==> src/include/fk_sin_table.svh <==
// ~~~~~~~~~~~~~~~~~~~~
// quarter-wave sine table
// entry k = round(sin(k*pi/32) * 16384)
// ~~~~~~~~~~~~~~~~~~~~
`ifndef FK_SIN_TABLE_SVH
`define FK_SIN_TABLE_SVH

localparam logic [14:0] SIN_Q [0:16] = '{
	15'd0,
	15'd1606,
	15'd3196,
	15'd4756,
	15'd6270,
	15'd7723,
	15'd9102,
	15'd10394,
	15'd11585,
	15'd12665,
	15'd13623,
	15'd14449,
	15'd15137,
	15'd15679,
	15'd16069,
	15'd16305,
	15'd16384   // 1.0 at a quarter turn
};

`endif

==> src/fk_kin_pkg.sv <==
// ~~~~~~~~~~~~~~~~~~~~
// kinematics package
// Q3.14 fixed-point word and product rule,
// angle index, DH parameter and 4x4 matrix types
// ~~~~~~~~~~~~~~~~~~~~
package fk_kin_pkg;

	localparam int FX_W = 18;       // word width
	localparam int FRAC_BITS = 14;  // fraction bits
	localparam int NUM_JOINTS = 6;

	typedef logic signed [FX_W-1:0] fx_t;
	typedef logic [5:0] ang_t;      // 1/64 turn per step
	typedef logic [2:0] joint_idx_t;

	localparam fx_t ONE_FX = 18'sd16384;

	// one joint, 48 bits
	typedef struct packed {
		ang_t theta;
		ang_t alpha;
		fx_t  a;
		fx_t  d;
	} dh_param_t;

	typedef dh_param_t [NUM_JOINTS-1:0] dh_file_t;

	// row-major, element (r,c) at m[r][c]
	typedef fx_t [3:0][3:0] mat4_t;

	// full product, arithmetic shift, truncate to word
	function automatic fx_t fx_mul(fx_t x, fx_t y);
		logic signed [2*FX_W-1:0] p;
		p = x * y;
		return fx_t'(p >>> FRAC_BITS);
	endfunction

endpackage

==> src/fk_trig_lut.sv <==
// ~~~~~~~~~~~~~~~~~~~~
// registered sine/cosine lookup
// for one 6-bit angle index
// ~~~~~~~~~~~~~~~~~~~~
`timescale 1ns/10ps

module fk_trig_lut (
	input  logic             i,
	input  logic             arst_n,
	input  fk_kin_pkg::ang_t ang,
	output fk_kin_pkg::fx_t  sin_o,
	output fk_kin_pkg::fx_t  cos_o
);
	import fk_kin_pkg::*;

	`include "fk_sin_table.svh"

	// quadrant from the top two bits, odd quadrants mirror the offset
	function automatic fx_t sin_of(ang_t x);
		logic [4:0] idx;
		fx_t        mag;
		idx = x[4] ? 5'd16 - {1'b0, x[3:0]} : {1'b0, x[3:0]};
		mag = {3'b000, SIN_Q[idx]};
		return x[5] ? -mag : mag;  // lower half of the turn is negative
	endfunction

	always_ff @(posedge i or negedge arst_n) begin
		if (!arst_n) begin
			sin_o <= '0;
			cos_o <= '0;
		end else begin
			sin_o <= sin_of(ang);
			cos_o <= sin_of(ang_t'(ang + ang_t'(16)));  // cos = sin shifted a quarter
		end
	end

endmodule

==> src/fk_dh_transform.sv <==
// ~~~~~~~~~~~~~~~~~~~~
// DH transform of one joint
// two-stage pipeline, req to valid in 2 cycles
// ~~~~~~~~~~~~~~~~~~~~
`timescale 1ns/10ps

module fk_dh_transform (
	input  logic                  i,
	input  logic                  arst_n,
	input  logic                  req,
	input  fk_kin_pkg::dh_param_t param,
	output fk_kin_pkg::mat4_t     mat,
	output logic                  valid
);
	import fk_kin_pkg::*;

	fx_t  st, ct, sa, ca;
	fx_t  a_q, d_q;
	logic req_q;

	fk_trig_lut u_theta_lut (.i, .arst_n, .ang(param.theta), .sin_o(st), .cos_o(ct));
	fk_trig_lut u_alpha_lut (.i, .arst_n, .ang(param.alpha), .sin_o(sa), .cos_o(ca));

	// offsets ride along with the trig stage
	always_ff @(posedge i) begin
		if (req) begin
			a_q <= param.a;
			d_q <= param.d;
		end
	end

	always_ff @(posedge i or negedge arst_n) begin
		if (!arst_n) begin
			req_q <= 1'b0;
			valid <= 1'b0;
		end else begin
			req_q <= req;
			valid <= req_q;
		end
	end

	// matrix is held until the next request
	always_ff @(posedge i) begin
		if (req_q) begin
			mat[0] <= {fx_mul(a_q, ct), fx_mul(st, sa), -fx_mul(st, ca), ct};
			mat[1] <= {fx_mul(a_q, st), -fx_mul(ct, sa), fx_mul(ct, ca), st};
			mat[2] <= {d_q, ca, sa, fx_t'(0)};
			mat[3] <= {ONE_FX, fx_t'(0), fx_t'(0), fx_t'(0)};  // homogeneous row
		end
	end

	a_req_to_valid: assert property (@(posedge i) disable iff (!arst_n) req |-> ##2 valid)
		else $error("dh transform: valid did not follow req by 2 cycles");

endmodule

==> config.mk <==
export PLATFORM = sky130hd
export DESIGN_NAME = fk_dh_transform
export DESIGN_NICKNAME = d
export VERILOG_FILES = /design/src/fk_kin_pkg.sv /design/src/fk_trig_lut.sv /design/src/fk_dh_transform.sv
export VERILOG_INCLUDE_DIRS = /design/src /design/src/include
export SDC_FILE = /design/constraint.sdc
export NUM_CORES = 2
export LEC_CHECK = 0
export BUFFER_PORTS_ARGS = -buffer_cell sky130_fd_sc_hd__buf_2
export CORE_MARGIN = 3
export CORE_UTILIZATION = 65
export DETAILED_ROUTE_END_ITERATION = 6
export GPL_ROUTABILITY_DRIVEN = 0
export GPL_TIMING_DRIVEN = 1
export PLACE_DENSITY = 0.92
export REMOVE_ABC_BUFFERS = 1
export SLEW_MARGIN = 10
export SYNTH_ARGS = -nofsm -noshare
export SYNTH_HDL_FRONTEND = slang
export SYNTH_SLANG_ARGS = --single-unit
==> constraint.sdc <==
create_clock -name i -period 13.2 [get_ports i]
set_input_delay 2.64 -clock i [delete_from_list [all_inputs] [get_ports i]]
set_output_delay 2.64 -clock i [all_outputs]
set_load 0.005 [all_outputs]
# After elaboration in Yosys (flattened, before gate mapping)

Memory sizes are Yosys's and may differ from the RTL's.
Cells that the tools add are included.

Divide/modulo/power cells: 0
Shift operators: 0
Add/sub/neg operators: 12
Multipliers: 6
Order comparisons: 4
Reductions and logical operators: 0
Multiplexer cells: 16
Bitwise gates (word level): 4
Equal/unequal tests: 0

Operator list:

| operator                                                           | number |
|---|---|
| 18-bit by 18-bit multiplier with 32-bit output                     | 6 |
| 15-bit 2-to-1 mux                                                  | 8 |
| 18-bit 2-to-1 mux                                                  | 4 |
| 15-bit negation with 18-bit output                                 | 4 |
| 18-bit negation                                                    | 2 |
| 6-bit >= comparator (second input constant)                        | 4 |
| 5-bit inverter with 6-bit output                                   | 4 |
| 5-bit 2-to-1 mux                                                   | 4 |
| 5-bit by 4-bit subtractor with 5-bit output (first input constant) | 4 |
| 6-bit by 5-bit adder with 6-bit output (second input constant)     | 2 |

Output and inout port bits: 289
Latch bits: 0
Logic and storage cells: 65
Memory bits (read-only): 1920
Input port bits: 51
Memories kept: 4
Flip-flop bits (word level): 308
RAM bits: 0

Memory list:

| name            | words | bits a word | rd ports | clocked after Yosys merged registers in | wr ports | RTL line          | text |
|---|---|---|---|---|---|---|---|
| (no name shown) | 32    | 15          | 1        | 0                                       | 0        | fk_trig_lut.sv:23 | `mag = {3'b000, SIN_Q[idx]};` |
| (no name shown) | 32    | 15          | 1        | 0                                       | 0        | fk_trig_lut.sv:23 |  |
| (no name shown) | 32    | 15          | 1        | 0                                       | 0        | fk_trig_lut.sv:23 |  |
| (no name shown) | 32    | 15          | 1        | 0                                       | 0        | fk_trig_lut.sv:23 |  |

# Logic depth before layout (Yosys ltp)

Depth after elaboration: 9
Gate-level depth with buffers: 29
Depth with buffers taken out: 26

# Modules after synthesis

From an unflattened synthesis, not the netlist that was laid out.

Cells, all modules: 8174
Area, all modules: 77638.2 µm²

Modules (own cells, without submodules):

| module                     | sequential area each (µm²) | cells each | area an instance (µm²) | instances |
|---|---|---|---|---|
| fk_dh_transform            | 7076.8                     | 7567       | 72603.4                | 1 |
| fk_trig_lut at u_theta_lut | 900.9                      | 319        | 2600.0                 | 1 |
| fk_trig_lut at u_alpha_lut | 900.9                      | 288        | 2434.8                 | 1 |

# Least setup slack after synthesis

OpenSTA, ideal clock, no wires.

Path type: flip-flop to flip-flop
Start point: register u_theta_lut.cos_o[17]
End point: register mat[125] (netlist bit), data pin
Library setup time: 0.260 ns
Clock period less this slack: 7.308 ns
Data required time: 12.940 ns
Arrival: 7.048 ns
Buffers on the path: 3
Slack: 5.892 ns
Cell stages (with the launch flop): 27
Path through: dfrtp_1 -> clkbuf_1 -> clkbuf_1 -> nand2_1 -> inv_1 -> fa_1 -> inv_1 -> fa_1 -> fa_1 -> inv_1 -> fa_1 -> fa_1 -> inv_1 -> fa_1 -> inv_1 -> ha_1 -> buf_2 -> a21oi_4 -> o21ai_1 -> a2111oi_0 -> a31oi_1 -> a211oi_1 -> o21ai_0 -> o21a_1 -> o41a_1 -> a221oi_2 -> xnor2_1

Longest elaborated chain between the ends: 2

Ends and longest elaborated chain:

| element                                        | RTL line              | text |
|---|---|---|
| from (decl)                                    | fk_trig_lut.sv:12     | `output fk_kin_pkg::fx_t cos_o` |
| from (signal assigned)                         | fk_trig_lut.sv:33     | `cos_o <= sin_of(ang_t'(ang + ang_t'(16)));` |
| 18-bit by 18-bit multiplier with 32-bit output | fk_kin_pkg.sv:34      | `p = x * y;` |
| 18-bit negation                                | fk_dh_transform.sv:46 | `mat[1] <= {fx_mul(a_q, st), -fx_mul(ct, sa), fx_mul(ct, ca), st};` |
| to (decl)                                      | fk_dh_transform.sv:12 | `output fk_kin_pkg::mat4_t mat,` |

No other way between the ends.
A chain may end at the register's enable or synchronous reset.

# Final worst setup path

Start point: register u_theta_lut.cos_o[6]
End point: register mat[65] (netlist bit), data pin

Longest elaborated chain between the ends: 1

Ends and longest elaborated chain:

| element                                        | RTL line |
|---|---|
| 18-bit by 18-bit multiplier with 32-bit output | fk_kin_pkg.sv:34 |

No other way between the ends.

==> results by group <==
Logic synthesis
  • Seq/Total Area, Yosys: 11.4%
  • Cell Area, Synth: 78200 um2
  • Ys flop type: edfxtp_1
  • Simple-gate share of the synthesized area: 15.1%
  • Synth top cells by count: inv_1 (1926), fa_1 (1770), nand2_1 (1186)
  • Number of synthesized register bits: 308
  • Leading area contributor after synthesis: fa_1
  • Adder-cell share of the synthesized area: a little over half
  • EDFF count, synth: 234
  • Top-count cell post-synth: inv_1
  • Complex-gate fraction of the synthesized area: under 10%
  • Share of flip-flops with an asynchronous set or reset: around a quarter
  • Area contributors post-synth: fa_1 (45%), inv_1 (9.2%), edfxtp_1 (9.0%), ha_1 (8.4%), and2_1 (6.2%)
  • Multiplexer share of the synthesized area: 0.122%
  • Library cells used by synthesis: 93
  • Synth Area per Inst: 9.44 um2
  • Largest family of logic cells by synthesized area: adder cells
  • Ys Warns: 0
  • Post-synth top area share: 45.3%
  • Post-Synth XOR/XNOR Area: 3.26%
  • Post-Syn Instances: 8277

GRT
  • Tot GR Track Use: 35.4%
  • Number of global-route vias before repair: ~67000
  • Largest net degree at the start of global routing: 75
  • Initial antenna violation count: 15
  • First-pass GRT wire length: approximately 350000 um
  • Gr ovfl total: 0

Place
  • Placed cell count: roughly 10000
  • Dpl hpwl: 152000 um
  • IO Port Bufs: 249

Worst setup path
  • Max stage delay cell, worst path: xor2_1
  • Worst Setup Path Type: reg -> reg
  • CP max FO: 37
  • CP Launch Type: flip-flop
  • CP Capture Type: flip-flop
  • Data arrival, critical path: 8.83 ns
  • Req. time, crit path: 13.53 ns
  • Worst path max stage delay: between 0.7 and 0.8 ns
  • Crit-path most repeated cell: fa_1
  • Crit path cell chain: buf_4, nand2_1, fa_1, inv_1, fa_1, inv_1, fa_1, fa_1, fa_1, inv_1, fa_1, ha_1, a21o_1, a21o_1, a21o_1, nor3_1, nor3b_1, o21ai_0, a31o_2, xor2_1

Drt
  • Initial drt markers: 6323
  • Antenna-violating nets left: 0
  • Via count: roughly 60000
  • # DRC: 0
  • Routed vias/inst: 6.01
  • Final wirelength: roughly 210000 um
  • Wire length per cell: 21.7 um
  • DRT Pass-1 Iters: 7

STA
  • Final min period: 8.50 ns
  • Final Cycle Share: 64.4%
  • Fmax: 0.118 GHz
  • Worst slew pin tran: ~1.1 ns
  • RSZ-0062 raised after global routing: false
  • Slew margin rel.: roughly a quarter
  • Final setup vio count: 0
  • Total negative setup slack: 0 ns
  • Setup Skew: 0.0278 ns
  • Final hold violation count: 0
  • Slew Limit Fails: 0

Floorplan
  • Chip height: 353 um
  • Core ar.: 119000 um2
  • Total Die Area: 124000 um2
  • Initial Utilization: 65.8%
  • Row count: ~130
  • Ports: 340
  • Die width: 353 um

Clocking
  • Max clock buf depth: 3
  • Clock latency on the worst-skew pair: 0.67 ns
  • CTS clk-pin slew, worst paths: 0.07 ns
  • Inserted Clock Buffers: 41
  • Hold-fix buffers at CTS: 0
  • Root Buffer: clkbuf_16
  • Post-CTS resize count: 0
  • Htree depth: 2
  • CTS tree: built
  • Clock sinks: 308
  • Post-CTS Setup Inserts: 0

Finish
  • Share of layout cells above drive strength 1: 5.82%
  • Area delta synth->final: 4.36%
  • Post-Layout Cell Count: 9834
  • # nets final: ~11000

Min path
  • Worst Hold Class: reg -> reg

Outcome
  • Status: completed

Run
  • Max Cap Viol: 0
## metrics by stage
step	instance area, um2	utilization (%)	hold WS (ns)	setup slack, ns
after floorplan	76000	-	0.400	5.73
after detailed placement	80000	67.4	0.405	5.03
final	81600	68.7	0.419	4.70
after global placement	80000	67.4	0.400	5.54
after global routing	81500	68.7	0.430	4.39
after CTS	81500	68.7	0.419	4.99
## registers in the layout (all words and copies together), names as in the netlist
register / flops
a_q: 18
d_q: 18
mat: 198
req_q: 1
u_alpha_lut.cos_o: 18
u_alpha_lut.sin_o: 18
u_theta_lut.cos_o: 18
u_theta_lut.sin_o: 18
valid: 1
## path summary, 6_finish.rpt
kind / slack [ns] / cells after the start / end / from
setup / recovery: 4.70 / 20 / mat[65]$_DFFE_PP_ / u_theta_lut.cos_o[6]$_DFF_PN0_
hold reg to reg: 0.42 / 0 / mat[207]$_DFFE_PP_ / d_q[9]$_DFFE_PP_
min in group asynchronous: 2.12 / 1 / valid$_DFF_PN0_ / arst_n
hold / removal: 0.42 / 0 / mat[207]$_DFFE_PP_ / d_q[9]$_DFFE_PP_
max in group asynchronous: 10.21 / 1 / u_theta_lut.cos_o[1]$_DFF_PN0_ / arst_n
setup reg to reg: 4.70 / 20 / mat[65]$_DFFE_PP_ / u_theta_lut.cos_o[6]$_DFF_PN0_
## cells in the final DEF (no fill, tap or decap), types with 8 or more instances in the layout
master / instances
nor2b_1: 22
buf_2: 248
a221oi_1: 10
fa_1: 1770
buf_4: 94
and4_1: 13
a21o_1: 26
dfrtp_2: 32
or3_1: 14
conb_1: 90
xnor2_1: 214
nand2b_1: 78
diode_2: 8
a211oi_1: 30
a211o_1: 9
nor2_1: 167
o21ai_0: 104
a31oi_1: 20
o211ai_1: 13
o31ai_1: 9
nand4_1: 8
clkbuf_16: 41
ha_1: 522
nand2_1: 1186
a21oi_1: 107
bufinv_16: 9
nand3b_1: 8
and3_1: 21
edfxtp_1: 234
inv_1: 1926
nand3_1: 43
dfrtp_1: 40
nor4_1: 9
o21a_1: 31
nor3_1: 53
and2_1: 770
xor2_1: 77
## cells by family after synthesis
kind of cell             after synthesis
AO/OA/AOI/OAI                        464
adder cells (fa/ha/maj)             2292
multiplexers                           9
AND/OR/NAND/NOR                     2428
flip-flops                           308
other                                  2
buffers and inverters               2483
XOR/XNOR                             291
## critical path, delay by kind of cell (launching register included)
kind | cells | cell delay (ns)
xor+xnor | 1 | 0.79
compound gates | 5 | 1.43
flops | 1 | 0.75
buf+inv | 4 | 0.81
fa+ha+maj | 7 | 3.34
simple gates | 3 | 1.02
## cell type report
cell class / instances / area, um2
Sequential cell: 308 / 8930
Clock buffer: 45 / 1040
Clock inverter: 31 / 494
Timing Repair Buffer: 342 / 1950
Fill cell: 7493 / 37100
Multi-Input combinational cell: 5574 / 59900
Antenna cell: 8 / 20.0
Inverter: 1926 / 7230
Tap cell: 1600 / 2000
## per-layer routing
metal	vias up	GRT usage (%)	routed length [um]
li1	23900	-	-
met1	28900	42.4	67900
met2	4768	54.8	97000
met3	1442	10.9	29700
met4	6	24.9	19200
met5	-	0.0769	41
Power is left out: the tool's default activity adds up to more than one toggle a clock period on the data nets, which glitch-free logic cannot reach.
