$ cat config.mk
export PLATFORM = sky130hd
export DESIGN_NAME = fk_apb_regs
export DESIGN_NICKNAME = d
export VERILOG_FILES = /design/src/include/fk_sin_table.svh /design/src/fk_kin_pkg.sv /design/src/fk_reg_pkg.sv /design/src/fk_apb_regs.sv
export SDC_FILE = /design/constraint.sdc
export NUM_CORES = 1
export LEC_CHECK = 0
export BUFFER_PORTS_ARGS = -buffer_cell sky130_fd_sc_hd__buf_4
export CORE_AREA = 10 10 246 248
export DETAILED_ROUTE_END_ITERATION = 16
export DIE_AREA = 0 0 256 258
export PLACE_DENSITY = 0.83
export SLEW_MARGIN = 0
export SYNTH_ARGS = -nofsm -noshare
export SYNTH_HDL_FRONTEND = slang
export SYNTH_SLANG_ARGS = --single-unit
$ cat constraint.sdc
create_clock -name i -period 4.2 [get_ports i]
set_input_delay 0.21 -clock i [delete_from_list [all_inputs] [get_ports i]]
set_output_delay 0.21 -clock i [all_outputs]
set_load 0.05 [all_outputs]
$ cat src/include/fk_sin_table.svh
// ~~~~~~~~~~~~~~~~~~~~
// quarter-wave sine table
// entry k = round(sin(k*pi/32) * 16384)
// ~~~~~~~~~~~~~~~~~~~~
`ifndef FK_SIN_TABLE_SVH
`define FK_SIN_TABLE_SVH

localparam logic [14:0] SIN_Q [0:16] = '{
	15'd0,
	15'd1606,
	15'd3196,
	15'd4756,
	15'd6270,
	15'd7723,
	15'd9102,
	15'd10394,
	15'd11585,
	15'd12665,
	15'd13623,
	15'd14449,
	15'd15137,
	15'd15679,
	15'd16069,
	15'd16305,
	15'd16384   // 1.0 at a quarter turn
};

`endif

$ cat src/fk_kin_pkg.sv
// ~~~~~~~~~~~~~~~~~~~~
// kinematics package
// Q3.14 fixed-point word and product rule,
// angle index, DH parameter and 4x4 matrix types
// ~~~~~~~~~~~~~~~~~~~~
package fk_kin_pkg;

	localparam int FX_W = 18;       // word width
	localparam int FRAC_BITS = 14;  // fraction bits
	localparam int NUM_JOINTS = 6;

	typedef logic signed [FX_W-1:0] fx_t;
	typedef logic [5:0] ang_t;      // 1/64 turn per step
	typedef logic [2:0] joint_idx_t;

	localparam fx_t ONE_FX = 18'sd16384;

	// one joint, 48 bits
	typedef struct packed {
		ang_t theta;
		ang_t alpha;
		fx_t  a;
		fx_t  d;
	} dh_param_t;

	typedef dh_param_t [NUM_JOINTS-1:0] dh_file_t;

	// row-major, element (r,c) at m[r][c]
	typedef fx_t [3:0][3:0] mat4_t;

	// full product, arithmetic shift, truncate to word
	function automatic fx_t fx_mul(fx_t x, fx_t y);
		logic signed [2*FX_W-1:0] p;
		p = x * y;
		return fx_t'(p >>> FRAC_BITS);
	endfunction

endpackage

$ cat src/fk_reg_pkg.sv
// ~~~~~~~~~~~~~~~~~~~~
// APB register map
// request/response structs, offsets, field codes
// ~~~~~~~~~~~~~~~~~~~~
package fk_reg_pkg;

	typedef struct packed {
		logic        psel;
		logic        penable;
		logic        pwrite;
		logic [7:0]  paddr;
		logic [31:0] pwdata;
	} apb_req_t;

	typedef struct packed {
		logic        pready;
		logic        pslverr;
		logic [31:0] prdata;
	} apb_rsp_t;

	localparam logic [7:0] ADDR_DH_BASE  = 8'h00;
	localparam logic [7:0] DH_SPAN       = 8'h60;  // 6 joints x 4 fields x 4 bytes
	localparam logic [7:0] ADDR_CTRL     = 8'h60;
	localparam logic [7:0] ADDR_STATUS   = 8'h64;
	localparam logic [7:0] ADDR_RES_BASE = 8'h80;
	localparam logic [7:0] RES_SPAN      = 8'h40;  // 16 elements

	// field order inside one joint
	localparam logic [1:0] FLD_THETA = 2'd0;
	localparam logic [1:0] FLD_ALPHA = 2'd1;
	localparam logic [1:0] FLD_A     = 2'd2;
	localparam logic [1:0] FLD_D     = 2'd3;

	localparam int CTRL_START_BIT = 0;
	localparam int STAT_BUSY_BIT  = 0;
	localparam int STAT_DONE_BIT  = 1;

endpackage

$ cat src/fk_apb_regs.sv
// ~~~~~~~~~~~~~~~~~~~~
// APB slave
// DH parameter file, control, status,
// sticky done and result readback
// ~~~~~~~~~~~~~~~~~~~~
`timescale 1ns/10ps

module fk_apb_regs (
	input  logic                 i,
	input  logic                 arst_n,
	input  fk_reg_pkg::apb_req_t apb_req,
	output fk_reg_pkg::apb_rsp_t apb_rsp,
	output fk_kin_pkg::dh_file_t dh_file,
	output logic                 start,
	input  logic                 busy,
	input  logic                 done,
	input  fk_kin_pkg::mat4_t    result
);
	import fk_kin_pkg::*;
	import fk_reg_pkg::*;

	logic        access, aligned, is_dh, is_ctrl, is_stat, is_res, err, wr_ok;
	logic [7:0]  dh_off, res_off;
	joint_idx_t  jsel;
	logic [1:0]  fld;
	logic        done_flag;  // sticky until the next start
	mat4_t       res_q;
	logic [31:0] rdata;

	function automatic logic [31:0] sext(fx_t v);
		return {{(32-FX_W){v[FX_W-1]}}, v};
	endfunction

	assign access  = apb_req.psel && apb_req.penable;
	assign aligned = (apb_req.paddr[1:0] == 2'b00);
	assign dh_off  = apb_req.paddr - ADDR_DH_BASE;
	assign res_off = apb_req.paddr - ADDR_RES_BASE;
	assign jsel    = dh_off[6:4];
	assign fld     = dh_off[3:2];
	assign is_dh   = aligned && (dh_off < DH_SPAN);
	assign is_ctrl = (apb_req.paddr == ADDR_CTRL);
	assign is_stat = (apb_req.paddr == ADDR_STATUS);
	assign is_res  = aligned && (apb_req.paddr >= ADDR_RES_BASE) && (res_off < RES_SPAN);

	always_comb begin
		err = 1'b0;
		if (!(is_dh || is_ctrl || is_stat || is_res))
			err = 1'b1;                                         // unmapped
		else if (apb_req.pwrite && (is_stat || is_res))
			err = 1'b1;                                         // read only
		else if (apb_req.pwrite && busy && (is_dh || is_ctrl))
			err = 1'b1;                                         // locked while running
	end

	assign wr_ok = access && apb_req.pwrite && !err;
	assign start = wr_ok && is_ctrl && apb_req.pwdata[CTRL_START_BIT];

	always_ff @(posedge i or negedge arst_n) begin
		if (!arst_n) begin
			dh_file <= '0;
		end else if (wr_ok && is_dh) begin
			case (fld)
				FLD_THETA: dh_file[jsel].theta <= apb_req.pwdata[5:0];
				FLD_ALPHA: dh_file[jsel].alpha <= apb_req.pwdata[5:0];
				FLD_A:     dh_file[jsel].a     <= apb_req.pwdata[FX_W-1:0];
				default:   dh_file[jsel].d     <= apb_req.pwdata[FX_W-1:0];
			endcase
		end
	end

	always_ff @(posedge i or negedge arst_n) begin
		if (!arst_n) begin
			done_flag <= 1'b0;
			res_q     <= '0;
		end else begin
			if (start)
				done_flag <= 1'b0;
			else if (done)
				done_flag <= 1'b1;
			if (done)
				res_q <= result;  // snapshot of the finished chain
		end
	end

	always_comb begin
		rdata = '0;
		if (is_dh) begin
			case (fld)
				FLD_THETA: rdata = {26'b0, dh_file[jsel].theta};
				FLD_ALPHA: rdata = {26'b0, dh_file[jsel].alpha};
				FLD_A:     rdata = sext(dh_file[jsel].a);
				default:   rdata = sext(dh_file[jsel].d);
			endcase
		end else if (is_stat) begin
			rdata[STAT_BUSY_BIT] = busy;
			rdata[STAT_DONE_BIT] = done_flag;
		end else if (is_res) begin
			rdata = sext(res_q[res_off[5:4]][res_off[3:2]]);
		end
	end

	assign apb_rsp = '{pready: 1'b1, pslverr: access && err, prdata: rdata};

	// an error can only close a transfer that had its setup phase
	a_err_in_access: assert property (@(posedge i) disable iff (!arst_n)
		apb_rsp.pslverr |-> access && $past(apb_req.psel))
		else $error("apb regs: pslverr outside an access phase");

endmodule

## Word-level counts from Yosys, hierarchy flattened

Cells that the tools add are included.

| storage, ports and cells | value |
|---|---|
| bits of input ports | 335 |
| output and inout port bits | 323 |
| bits in registers | 577 |

| cells by class | value |
|---|---|
| multiplexer cells | 29 |
| equality and inequality tests | 4 |
| add/subtract/negate cells | 1 |
| order comparisons | 7 |
| reductions and logical operators | 22 |

Operators with widths:

| operator | number |
|---|---|
| bitwise mux 288 bit | 4 |
| one-hot mux 288 bit (3 select lines) | 1 |
| demux 48 bit (select 3 bit) | 4 |
| binary-select mux 48 bit (select 3 bit) | 1 |
| binary-select mux 72 bit (select 2 bit) | 1 |
| 2-to-1 mux 48 bit | 2 |
| one-hot mux 32 bit (3 select lines) | 1 |
| 2-to-1 mux 72 bit | 1 |
| 2-to-1 mux 32 bit | 2 |
| 2-to-1 mux 42 bit | 1 |
| binary-select mux 18 bit (select 2 bit) | 1 |
| 2-to-1 mux 18 bit | 2 |
| 2-to-1 mux 36 bit | 1 |
| 2-to-1 mux 30 bit | 1 |
| == test 8 x 7 -> 1 bit, second input constant | 2 |
| < comparator 8 x 7 -> 1 bit, second input constant | 2 |
| logical AND 1 bit | 14 |
| >= comparator 8 bit, second input constant | 1 |
| subtractor 8 bit, second input constant | 1 |
| < comparator 2 x 3 -> 1 bit, second input constant | 2 |
| 2-to-1 mux 1 bit | 5 |
| zero test 2 bit | 2 |
| logical OR 1 bit | 4 |
| < comparator 3 x 4 -> 1 bit, second input constant | 1 |
| 6 further kinds | 6 |

## Longest topological paths before layout

| logic depth | value |
|---|---|
| depth in word-level cells | 12 |
| mapped depth | 10 |

## Least setup slack after synthesis

No wires, ideal clock.

| path | value |
|---|---|
| kind | in2out |
| start | in apb_req[36] in the netlist's numbering |
| end | out apb_rsp[18] in the netlist's numbering |
| setup slack | -0.136 ns |
| path buffers | 6 |
| data required time | 3.990 ns |
| stages | 10 |
| arrival time | 4.126 ns |
| cell sequence | buf_2 > buf_2 > buf_2 > buf_2 > buf_2 > mux2i_1 > o21ai_0 > a221oi_1 > o31ai_1 > buf_4 |

RTL lines:

| what | RTL line | RTL |
|---|---|---|
| start: declaration | fk_apb_regs.sv:11 | `input fk_reg_pkg::apb_req_t apb_req,` |
| end: declaration | fk_apb_regs.sv:12 | `output fk_reg_pkg::apb_rsp_t apb_rsp,` |

## Worst setup path in the final report

| path | value |
|---|---|
| start | in apb_req[36] in the netlist's numbering |
| end | out start |

| between the ends | value |
|---|---|
| longest elaborated chain between the ends | 11 |
| elaborated cells on any way between the ends | 22 |
| classes of those cells | 1 x add/sub; 3 x order compare; 2 x eq/ne; 3 x mux; 13 x reduce/logical |

RTL lines:

| what | RTL line | RTL |
|---|---|---|
| subtractor 8 bit (tied with other cells) | fk_apb_regs.sv:37 | `assign res_off = apb_req.paddr - ADDR_RES_BASE;` |
| < comparator 8 x 7 -> 1 bit (tied with other cells) | fk_apb_regs.sv:43 | `assign is_res = aligned && (apb_req.paddr >= ADDR_RES_BASE) && (res_off < RES_SPAN);` |
| logical AND 1 bit / logical OR 1 bit (equally long branches) | fk_apb_regs.sv:43, fk_apb_regs.sv:47, fk_apb_regs.sv:51 |  |
| logical OR 1 bit / logical AND 1 bit (equally long branches) | fk_apb_regs.sv:49, fk_apb_regs.sv:51 |  |
| logical AND 1 bit / 2-to-1 mux 1 bit (equally long branches) | fk_apb_regs.sv:49, fk_apb_regs.sv:51 |  |
| 2-to-1 mux 1 bit | fk_apb_regs.sv:49 | `else if (apb_req.pwrite && (is_stat \|\| is_res))` |
| 2-to-1 mux 1 bit | fk_apb_regs.sv:47 | `if (!(is_dh \|\| is_ctrl \|\| is_stat \|\| is_res))` |
| zero test 1 bit | fk_apb_regs.sv:55 | `assign wr_ok = access && apb_req.pwrite && !err;` |
| logical AND 1 bit | fk_apb_regs.sv:55 |  |
| logical AND 1 bit (*) (2 in series) | fk_apb_regs.sv:56 | `assign start = wr_ok && is_ctrl && apb_req.pwdata[CTRL_START_BIT];` |
| end: declaration | fk_apb_regs.sv:14 | `output logic start,` |

Mark *: on every way between the ends. The rest lies on a longest branch, timed or not.

==> flow_metrics.env <==
export IMPL_status="complete, but fails checks"
export IMPL_failed_checks="capacitance limit, slew limit"
export IMPL_clk_path_buf_depth=3
export IMPL_ys_types=52
export IMPL_whs_path_depth=2
export IMPL_routedWlPerCell_microns=31.6
export IMPL_drv_slew=3
export IMPL_clock_sinks=577
export IMPL_layout_drive_gt1_share_pct=53.6
export IMPL_dieWidth_microns=256
export IMPL_insertion_delay_ns=0.61
export IMPL_io_pins=658
export IMPL_core_sq_um=55700
export IMPL_holdWs_ns=0.0654
export IMPL_synthCells=1804
export IMPL_hpwl_microns=73400
export IMPL_vdd_ir_drop_max_uv=373
export IMPL_hold_violations=0
export IMPL_worstSetupPathType="primary input to output port"
export IMPL_skew_ns=0
export IMPL_rr_worst_depth=1
export IMPL_clkTransAtPathRegs_ns=0.06
export IMPL_synth_most_common_cell="dfrtp_1"
export IMPL_hold_path_class="primary input to register"
export IMPL_netSwitchingFraction_pct=25.9
export IMPL_grt_pass1_wl_microns=161000
export IMPL_nets=3029
export IMPL_endpoint_kind="output port"
export IMPL_final_util_pct=66.2
export IMPL_grt_pass1_vias=23200
export IMPL_synth_seq_cells=577
export IMPL_vias=21400
export IMPL_initial_core_util_pct=47.3
export IMPL_die_area_sq_um=66000
export IMPL_comb_power_share_pct=14.6
export IMPL_grt_max_degree=111
export IMPL_io_buffers=642
export IMPL_htree_levels=2
export IMPL_numCtsBuffers=59
export IMPL_r2r_slack_ns=3.29
export IMPL_ant_nets=0
export IMPL_antenna_found_initial=17
export IMPL_crit_path_start_kind="primary input"
export IMPL_setup_tns_final_ns=0
export IMPL_internal_power_uw=9880
export IMPL_drt_wl_total_microns=111000
export IMPL_cp_arrival_ns=3.12
export IMPL_async_flop_share_pct=100
export IMPL_syn_area_sq_um=26400
export IMPL_clock_power_share_pct=39.9
export IMPL_synth_edf_count=0
export IMPL_dr_pass1_iters=6
export IMPL_synth_top_area_share_pct=54.7
export IMPL_crit_fanout=58
export IMPL_ys_flop_type="dfrtp_1"
export IMPL_cts_root_buf="clkbuf_16"
export IMPL_area_delta_synth_final_pct=39.9
export IMPL_fmax_ghz=0.300
export IMPL_syn_avg_cell_area_sq_um=14.6
export IMPL_yosysTopAreaCell="dfrtp_1"
export IMPL_fp_dieH_microns=258
export IMPL_tightest_slew_ns=1.52
export IMPL_drc=0
export IMPL_ys_top_cells_by_count="dfrtp_1, mux2_2, mux4_2, clkbuf_1, nand2_1"
export IMPL_rows=87
export IMPL_p_leak_uw=0.0175
export IMPL_powerDensity_nw_per_um2=361
export IMPL_drtIter0Drc=2286
export IMPL_avgViaCountPerCell=6.10
export IMPL_p_switching_uw=3460
export IMPL_max_cap_violations=1
export IMPL_finalCriticalPeriod_ns=3.33
export IMPL_seq_area_frac_synth_pct=54.7
export IMPL_gr_total_overflow=0
export IMPL_hp_start="apb_req[0]"
export IMPL_p_seq_share_pct=45.5
export IMPL_yosys_warnings=0
export IMPL_gp_congestion=0.922
export IMPL_min_period_over_period_pct=79.3
export IMPL_slew_headroom_pct=-2.61
export IMPL_cp_required_ns=3.99
export IMPL_cts_tree="done"
export IMPL_rsz0062_at_grt="no"
export IMPL_post_cts_repair_setup_buffers=0
export IMPL_ys_top_cells_by_area="dfrtp_1, mux2_2, mux4_2"
export IMPL_setup_violations=0
export IMPL_syn_nets=2139
export IMPL_grt_usage_pct=32.6
[through the flow]
| stage | total power, uW | area, sq um | setup WS (ns) | cells |
|---|---|---|---|---|
| final | 13300 | 36900 | 0.867 | 3507 |
| after global routing | 13700 | 36900 | 0.792 | 3500 |
| after CTS | 13200 | 36900 | 1.04 | 3486 |
| after detailed placement | 7770 | 31900 | 0.984 | 3088 |
| after global placement | 7690 | 31900 | 1.03 | 3088 |
| after floorplan | 6930 | 26400 | 0.677 | 1804 |
[final cells by class]
cell class,count,area (sq um)
Fill cell,3654,18800
Sequential cell,577,14400
Multi-Input combinational cell,1060,11300
Timing Repair Buffer,991,8310
Clock buffer,85,1730
Tap cell,756,946
Clock inverter,12,169
Antenna cell,21,52.6
Inverter,5,18.8
[worst max-delay path: stages]
cell and delay [ns]:
buf_8 0.24, inv_1 0.38, buf_4 0.37, nand4_1 0.19
nor4b_1 1.25, buf_4 0.40
[routing by layer]
layer	GRT usage [%]	vias to the layer above	routed length [microns]
li1	-	8529	-
met1	38.2	10900	39600
met2	53.9	1606	53300
met3	8.86	340	11000
met4	18.4	2	6710
met5	0	-	14
[timing repair]
item | in CTS | in global routing
setup endpoints to repair | 0 | 0
hold buffers | 301 | 0
hold endpoints to repair | 533 | 0
gates resized for setup | 0 | 0
[cells in the final DEF (no fill, tap or decap), drive strengths merged, types with 3 or more instances in the layout]
master | Yosys | layout
buf | 71 | 690
mux2 | 590 | 590
dfrtp | 577 | 577
dlygate4sd3 | 0 | 301
mux4 | 96 | 96
clkbuf | 91 | 85
nand2 | 65 | 65
o21ai | 53 | 53
a21oi | 44 | 44
mux2i | 37 | 37
a221oi | 35 | 35
nor2 | 24 | 24
diode | 0 | 21
a22oi | 18 | 18
nand3 | 15 | 15
o221ai | 14 | 14
a32o | 9 | 9
nor3 | 7 | 7
a31oi | 6 | 6
clkinv | 2 | 6
nor2b | 6 | 6
o31ai | 5 | 5
inv | 3 | 5
bufinv | 0 | 4
and2 | 4 | 4
nand2b | 3 | 3
a221o | 3 | 3
nor3b | 3 | 3
[how the worst max path moves through the flow]
stage / from / to / slack (ns) / cells after the start
6_report: apb_req[36] / start / 0.87 / 6
5_1_grt: apb_req[36] / apb_rsp[25] / 0.79 / 7
4_1_cts: apb_req[36] / apb_rsp[4] / 1.04 / 7
3_5_place_dp: apb_req[38] / register / 0.98 / 6
3_3_place_gp: apb_req[36] / apb_rsp[4] / 1.03 / 7
2_1_floorplan: apb_req[36] / apb_rsp[18] / 0.68 / 10
[power by group through the flow]
stage          Clock (uW)  Combinational, uW  Sequential [uW]
2_1_floorplan           0                820             6110
3_3_place_gp            0               1600             6090
3_5_place_dp            0               1640             6120
4_1_cts              5290               1890             6020
5_1_grt              5550               2030             6080
6_report             5330               1940             6070
[cell families after synthesis]
| group | after synthesis | synth area share (%) |
|---|---|---|
| compound gates | 197 | 5.05 |
| buf+inv | 167 | 2.76 |
| flops | 577 | 54.7 |
| other cells | 1 | 0.0142 |
| simple gates | 139 | 2.68 |
| mux | 723 | 34.8 |
Power figures use the tool's default switching activity.
